File: src/apb_chk_macros.svh
// Build-time sizes for the APB3 checker; DATA_W must be 16 or more and LOG_DEPTH at least 2
`ifndef APB_CHK_MACROS_SVH
`define APB_CHK_MACROS_SVH

//////////////////////////////////////////////////
// Bus widths
//////////////////////////////////////////////////

// PADDR width in bits
`define APB_CHK_ADDR_W 32

// PWDATA width in bits
// Its byte count sets how many low PADDR bits must be zero
`define APB_CHK_DATA_W 32

//////////////////////////////////////////////////
// Checker sizing
//////////////////////////////////////////////////

// Violation records held by the log before overflow
`define APB_CHK_LOG_DEPTH 8

// Selected samples a transfer may run without completing
`define APB_CHK_WATCHDOG_CYCLES 16

// Width of the saturating error count
`define APB_CHK_COUNT_W 16

`endif
File: src/apb_chk_pkg.sv
// Shared checker types; widths follow the macros header, so it must be on the include path
`include "apb_chk_macros.svh"

package apb_chk_pkg;

  //////////////////////////////////////////////////
  // Vector types
  //////////////////////////////////////////////////

  // One APB address
  typedef logic [`APB_CHK_ADDR_W-1:0] paddr_t;

  // One APB write data word
  typedef logic [`APB_CHK_DATA_W-1:0] pdata_t;

  // One bit per rule, indexed by rule_idx_e
  typedef logic [7:0] rule_vec_t;

  // Saturating violation count
  typedef logic [`APB_CHK_COUNT_W-1:0] err_count_t;

  //////////////////////////////////////////////////
  // Enums
  //////////////////////////////////////////////////

  // Rule bit positions inside rule_vec_t
  typedef enum logic [2:0] {
    RULE_PSEL_DROP,
    RULE_PENABLE_SETUP,
    RULE_PENABLE_ACCESS,
    RULE_PADDR_UNSTABLE,
    RULE_PWRITE_UNSTABLE,
    RULE_PWDATA_UNSTABLE,
    RULE_PADDR_ALIGN,
    RULE_WATCHDOG
  } rule_idx_e;

  // Monitor view of the bus phase
  typedef enum logic [1:0] {
    PH_IDLE,
    PH_SETUP,
    PH_ACCESS
  } bus_phase_e;

  // One log entry per offending bus sample
  typedef struct packed {
    rule_vec_t rules;
  } viol_rec_t;

endpackage

File: src/apb_transfer_monitor.sv
// Passive APB3 sampler; needs DATA_W of 16 or more and reports one record per bad sample
`timescale 1ns/1ns
`include "apb_chk_macros.svh"

module apb_transfer_monitor
(
  input  logic                   PCLK,
  input  logic                   PRESETn,
  input  logic                   psel,
  input  logic                   penable,
  input  logic                   pwrite,
  input  logic                   pready,
  input  apb_chk_pkg::paddr_t    paddr,
  input  apb_chk_pkg::pdata_t    pwdata,
  output logic                   rec_push,
  output apb_chk_pkg::viol_rec_t rec
);

  // Low address bits that must be zero for a full-word access
  localparam int ALIGN_W = $clog2(`APB_CHK_DATA_W / 8);
  // Counter just wide enough for the watchdog load value
  localparam int WD_W = $clog2(`APB_CHK_WATCHDOG_CYCLES + 1);
  localparam logic [WD_W-1:0] WD_LOAD = WD_W'(`APB_CHK_WATCHDOG_CYCLES);

  // Previous bus sample
  logic                    prev_psel;
  logic                    prev_penable;
  logic                    prev_pready;
  logic                    prev_pwrite;
  apb_chk_pkg::paddr_t     prev_paddr;
  apb_chk_pkg::pdata_t     prev_pwdata;

  // Phase tracking
  apb_chk_pkg::bus_phase_e state_q;
  apb_chk_pkg::bus_phase_e state_d;
  apb_chk_pkg::bus_phase_e cur_phase;
  logic                    setup_cycle;
  logic                    access_cycle;
  logic                    mid_transfer;

  // Watchdog
  logic [WD_W-1:0]         wd_cnt;
  logic                    wd_reload;
  logic                    wd_expire;

  apb_chk_pkg::rule_vec_t  rules_d;

  //////////////////////////////////////////////////
  // Phase decode
  //////////////////////////////////////////////////

  // New transfer starts after idle or right after a completed access
  assign setup_cycle  = psel && (!prev_psel || (prev_penable && prev_pready));
  assign access_cycle = (state_q == apb_chk_pkg::PH_ACCESS);
  // Selected and the last sample did not complete the transfer
  assign mid_transfer = psel && prev_psel && !prev_pready;

  always_comb
  begin
    // A setup cycle overrides whatever the register predicted
    cur_phase = setup_cycle ? apb_chk_pkg::PH_SETUP : state_q;
    case (cur_phase)
      apb_chk_pkg::PH_SETUP:
        state_d = apb_chk_pkg::PH_ACCESS;
      // Stay while the slave stalls
      // A back-to-back transfer reappears as a setup cycle next sample
      apb_chk_pkg::PH_ACCESS:
        state_d = (psel && !pready) ? apb_chk_pkg::PH_ACCESS : apb_chk_pkg::PH_IDLE;
      default:
        state_d = apb_chk_pkg::PH_IDLE;
    endcase
  end

  always_ff @(posedge PCLK or negedge PRESETn)
  begin
    if (!PRESETn)
      state_q <= apb_chk_pkg::PH_IDLE;
    else
      state_q <= state_d;
  end

  //////////////////////////////////////////////////
  // Watchdog
  //////////////////////////////////////////////////

  // Any unselected sample or completed access restarts the count
  assign wd_reload = !psel || (penable && pready);
  // Fires once on the step to zero, then the counter parks
  assign wd_expire = !wd_reload && (wd_cnt == WD_W'(1));

  always_ff @(posedge PCLK or negedge PRESETn)
  begin
    if (!PRESETn)
      wd_cnt <= WD_LOAD;
    else if (wd_reload)
      wd_cnt <= WD_LOAD;
    else if (wd_cnt != '0)
      wd_cnt <= wd_cnt - 1'b1;
  end

  //////////////////////////////////////////////////
  // Rule evaluation
  //////////////////////////////////////////////////

  always_comb
  begin
    rules_d = '0;
    // Deselect before PREADY closed the access
    rules_d[apb_chk_pkg::RULE_PSEL_DROP]       = !psel && prev_psel && !prev_pready;
    rules_d[apb_chk_pkg::RULE_PENABLE_SETUP]   = setup_cycle && penable;
    rules_d[apb_chk_pkg::RULE_PENABLE_ACCESS]  = access_cycle && !penable;
    // Address and control held until the slave answers
    rules_d[apb_chk_pkg::RULE_PADDR_UNSTABLE]  = mid_transfer && (paddr != prev_paddr);
    rules_d[apb_chk_pkg::RULE_PWRITE_UNSTABLE] = mid_transfer && (pwrite != prev_pwrite);
    rules_d[apb_chk_pkg::RULE_PWDATA_UNSTABLE] = mid_transfer && (pwdata != prev_pwdata);
    rules_d[apb_chk_pkg::RULE_PADDR_ALIGN]     = psel && (|paddr[ALIGN_W-1:0]);
    rules_d[apb_chk_pkg::RULE_WATCHDOG]        = wd_expire;
  end

  //////////////////////////////////////////////////
  // Sample history and record output
  //////////////////////////////////////////////////

  // PREADY resets high so the first select counts as a setup
  always_ff @(posedge PCLK or negedge PRESETn)
  begin
    if (!PRESETn)
    begin
      prev_psel    <= 1'b0;
      prev_penable <= 1'b0;
      prev_pready  <= 1'b1;
      rec_push     <= 1'b0;
    end
    else
    begin
      prev_psel    <= psel;
      prev_penable <= penable;
      prev_pready  <= pready;
      rec_push     <= |rules_d;
    end
  end

  // Bus payload and record contents
  always_ff @(posedge PCLK)
  begin
    prev_paddr  <= paddr;
    prev_pwrite <= pwrite;
    prev_pwdata <= pwdata;
    rec.rules   <= rules_d;
  end

  // Access phase only follows a selected sample
  a_access_after_psel : assert property (@(posedge PCLK) disable iff (!PRESETn)
    state_q == apb_chk_pkg::PH_ACCESS |-> $past(psel));

  // Never push an empty record into the log
  a_push_nonzero : assert property (@(posedge PCLK) disable iff (!PRESETn)
    rec_push |-> (rec.rules != '0));

endmodule

File: config.mk
export PLATFORM = sky130hd
export DESIGN_NAME = apb_transfer_monitor
export DESIGN_NICKNAME = d
export VERILOG_FILES = /design/src/apb_chk_pkg.sv /design/src/apb_transfer_monitor.sv
export VERILOG_INCLUDE_DIRS = /design/src /design/src/src
export SDC_FILE = /design/constraint.sdc
export NUM_CORES = 1
export LEC_CHECK = 0
export BUFFER_PORTS_ARGS = -buffer_cell sky130_fd_sc_hd__buf_2
export CORE_MARGIN = 8
export CORE_UTILIZATION = 50
export DETAILED_ROUTE_END_ITERATION = 10
export PLACE_DENSITY_LB_ADDON = 0.25
export SYNTH_ARGS = -nofsm -noshare
export SYNTH_HDL_FRONTEND = slang
export SYNTH_SLANG_ARGS = --single-unit
File: constraint.sdc
create_clock -name PCLK -period 1.9 [get_ports PCLK]
set_clock_uncertainty 0.05 [all_clocks]
set_input_delay 0.38 -clock PCLK [delete_from_list [all_inputs] [get_ports PCLK]]
set_output_delay 0.38 -clock PCLK [all_outputs]
set_load 0.02 [all_outputs]
==> out/results.ini <==
[yosys]
synth_edf_count = 0
synthesis.area_um2 = 2700
avgSynthCellArea_um2 = 12.6
synth_common_cells = dfxtp_1 (73), xor2_1 (64), nor4_1 (14), nand2_1 (10), dfrtp_1 (8)
yosys_warnings = 0
syn_inst = 214
synthDistinctLibCells = 26
synth_top_area_cell = dfxtp_1
yosysMostFrequentCell = dfxtp_1
syn_nets = 287
yosysSeqAreaShare_pct = 63.6
ys_seq_elements = 83
ys_async_sr_fraction_pct = 12.0
netlist_top_cells_area = dfxtp_1 (54%), xor2_1 (21%), dfrtp_1 (7.4%), nor4_1 (3.2%), dfstp_2 (1.9%)
synth_top_area_share_pct = 54.2
ys.flop_type = dfxtp_1

[pwr]
power_density_nw_per_um2 = 1050
p_leak_nw = 1.57
ir_drop_mv = 0.647

[place]
post-place-cells = 362
place.gp.congestion = 0.749
hpwl_um = 3830
dpl_cell_area_um2 = 3170
io_buffers = 78

[clock_tree]
path_clk_slew_ns = 0.07
clockRootBuffer = clkbuf_8
cts.sinks = 83
clock_path_buffers = 2
cts_max_level = 3
cts_buffers = 9
cts_tree = built
clk_latency_ns = 0.34

[floorplan]
top_level_ports = 79
rows = 26
dieWidth_um = 89.4
die_h_um = 89.4
start_util_pct = 52.4
dieArea_um2 = 8000
core_um2 = 5140

[sta]
hold_viol = 0
tightestPinTransition_ns = 0.307
fin_crit_ns = 1.54
fmax_mhz = 651
slew_headroom_pct = 79.3
maxSlewViolCount = 0
min_period_over_period_pct = 80.8
rsz0062_at_grt = false
setup-violations-final = 0
timing.setup.tns_ns = 0

[cells_and_area]
regArea_um2 = 1710
diodes = 0
stdcell_count = 379
multi_input_area_um2 = 966
final_nets = 377
drive_above_1_share_pct = 32.0
design_area_um2 = 3400
fin_util_pct = 66.1
area_delta_synth_final_pct = 26.0
n_fill_cell = 445

[worst_setup_path]
arrival_ns = 1.69
max_stage_delay_ns = 0.33
endpoint_kind = flop
crit_path_cell_trace = xor2_1 -> nor4_1 -> nand4_1 -> o31ai_2 -> nand4_1
critPathKind = reg2reg
cp_slowest_cell = nor4_1
path_max_fanout = 2
cpMostUsedCell = nand4_1
cp-start-kind = flop
required_ns = 2.06

[detailed_routing]
wl_met1_um = 2050
wl_met3_um = 573
drtAntennaViolNets = 0
drt-pass1-iter-count = 4
drt_iter0_drc = 36
maxUsedRoutingLayer = met4
wl_met2_um = 2110
vias = 1731
wirelength_um = 4830
wl_per_cell_um = 12.7
drc_errors = 0
post_drt_via_cell_ratio = 4.57

[global_routing]
grt_pass1_vias = 1911
grt_antenna_before_repair = 0
grt_pass1_wl_um = 8070
grtUsageTotal_pct = 13.5
grt_max_degree = 14
grt-ovfl-total = 0

[hold_path]
hp-class = in2reg

[job]
max-cap-violations = 0

[run_status]
outcome = finished clean

## sequential cells by signal (all words and copies together) (netlist names)
name and count:
prev_paddr 32, prev_pwdata 32, rec 8, wd_cnt 5, prev_penable 1, prev_pready 1
prev_psel 1, prev_pwrite 1, rec_push 1, state_q 1
## placed cells by master, fill, tap and decap left out, drive strengths merged, types with 2 or more instances in the layout
cell type / synthesis / layout
nand2: 10 / 10
xnor2: 3 / 3
dfrtp: 8 / 8
nor4: 16 / 16
xor2: 64 / 64
buf: 0 / 78
a21oi: 2 / 2
nor2: 7 / 7
dfstp: 2 / 2
clkbuf: 0 / 13
nor3: 5 / 5
a21boi: 2 / 2
inv: 4 / 5
nand4: 3 / 3
o31ai: 3 / 3
dfxtp: 73 / 73
ha: 3 / 3
## worst max-delay path, delay by kind of cell, from the launching register on
family / cells / cell delay (ns)
AO/OA/AOI/OAI: 1 / 0.28
XOR/XNOR: 1 / 0.15
flip-flops: 1 / 0.31
AND/OR/NAND/NOR: 3 / 0.61
## cells by family after synthesis
family | Yosys count | share of synthesized area (%)
DFF | 83 | 63.6
AOI/OAI and AO/OA | 9 | 2.69
adders and majority gates | 3 | 1.39
and+or+nand+nor | 48 | 9.98
buffers and inverters | 4 | 0.557
xor gates and xnor gates | 67 | 21.8
## worst paths after layout
path | depth (start not counted) | from | to | slack (ns)
max | 5 | prev_pwdata[24] | rec_push | 0.37
min | 1 | pready | prev_pready | 0.10
max reg2reg | 5 | prev_pwdata[24] | rec_push | 0.37
min reg2reg | 2 | prev_pwrite | rec[4] | 0.49
max in group asynchronous | 2 | PRESETn | wd_cnt[4] | 1.17
min in group asynchronous | 2 | PRESETn | prev_penable | 0.37
## repair_timing
action	in CTS	in global routing
setup endpoints to repair	0	0
hold buffers	1	0
resized for setup	0	0
hold endpoints to repair	8	0
buffers inserted	0	0
## layout make-up
cell class / count / area share [%]
Sequential cell: 83 / 50.5
Tap cell: 70 / 2.58
Clock buffer: 13 / 4.97
Clock inverter: 3 / 1.29
Timing Repair Buffer: 79 / 11.8
Inverter: 4 / 0.442
Multi-Input combinational cell: 127 / 28.4
## metal layers
metal  vias to the layer above  GRT usage [%]
li1                        893              -
met3                         8           8.18
met5                         -              0
met2                        67           20.2
met1                       763           14.5
met4                         0           7.85
## metrics by stage
stage	hold WS [ns]	power, mW	worst slack, ns
floorplan	0.0344	2.16	0.507
global placement	0.203	2.31	0.159
detailed placement	0.199	2.32	0.164
CTS	0.0835	3.62	0.330
global route	0.0765	3.76	0.225
finish	0.101	3.57	0.365
## power breakdown
part,internal [mW],switching (mW),total (mW)
registers,1.86,0.0576,1.92
clock network,0.718,0.570,1.29
logic,0.181,0.185,0.366
(Power assumes the default switching activity.)
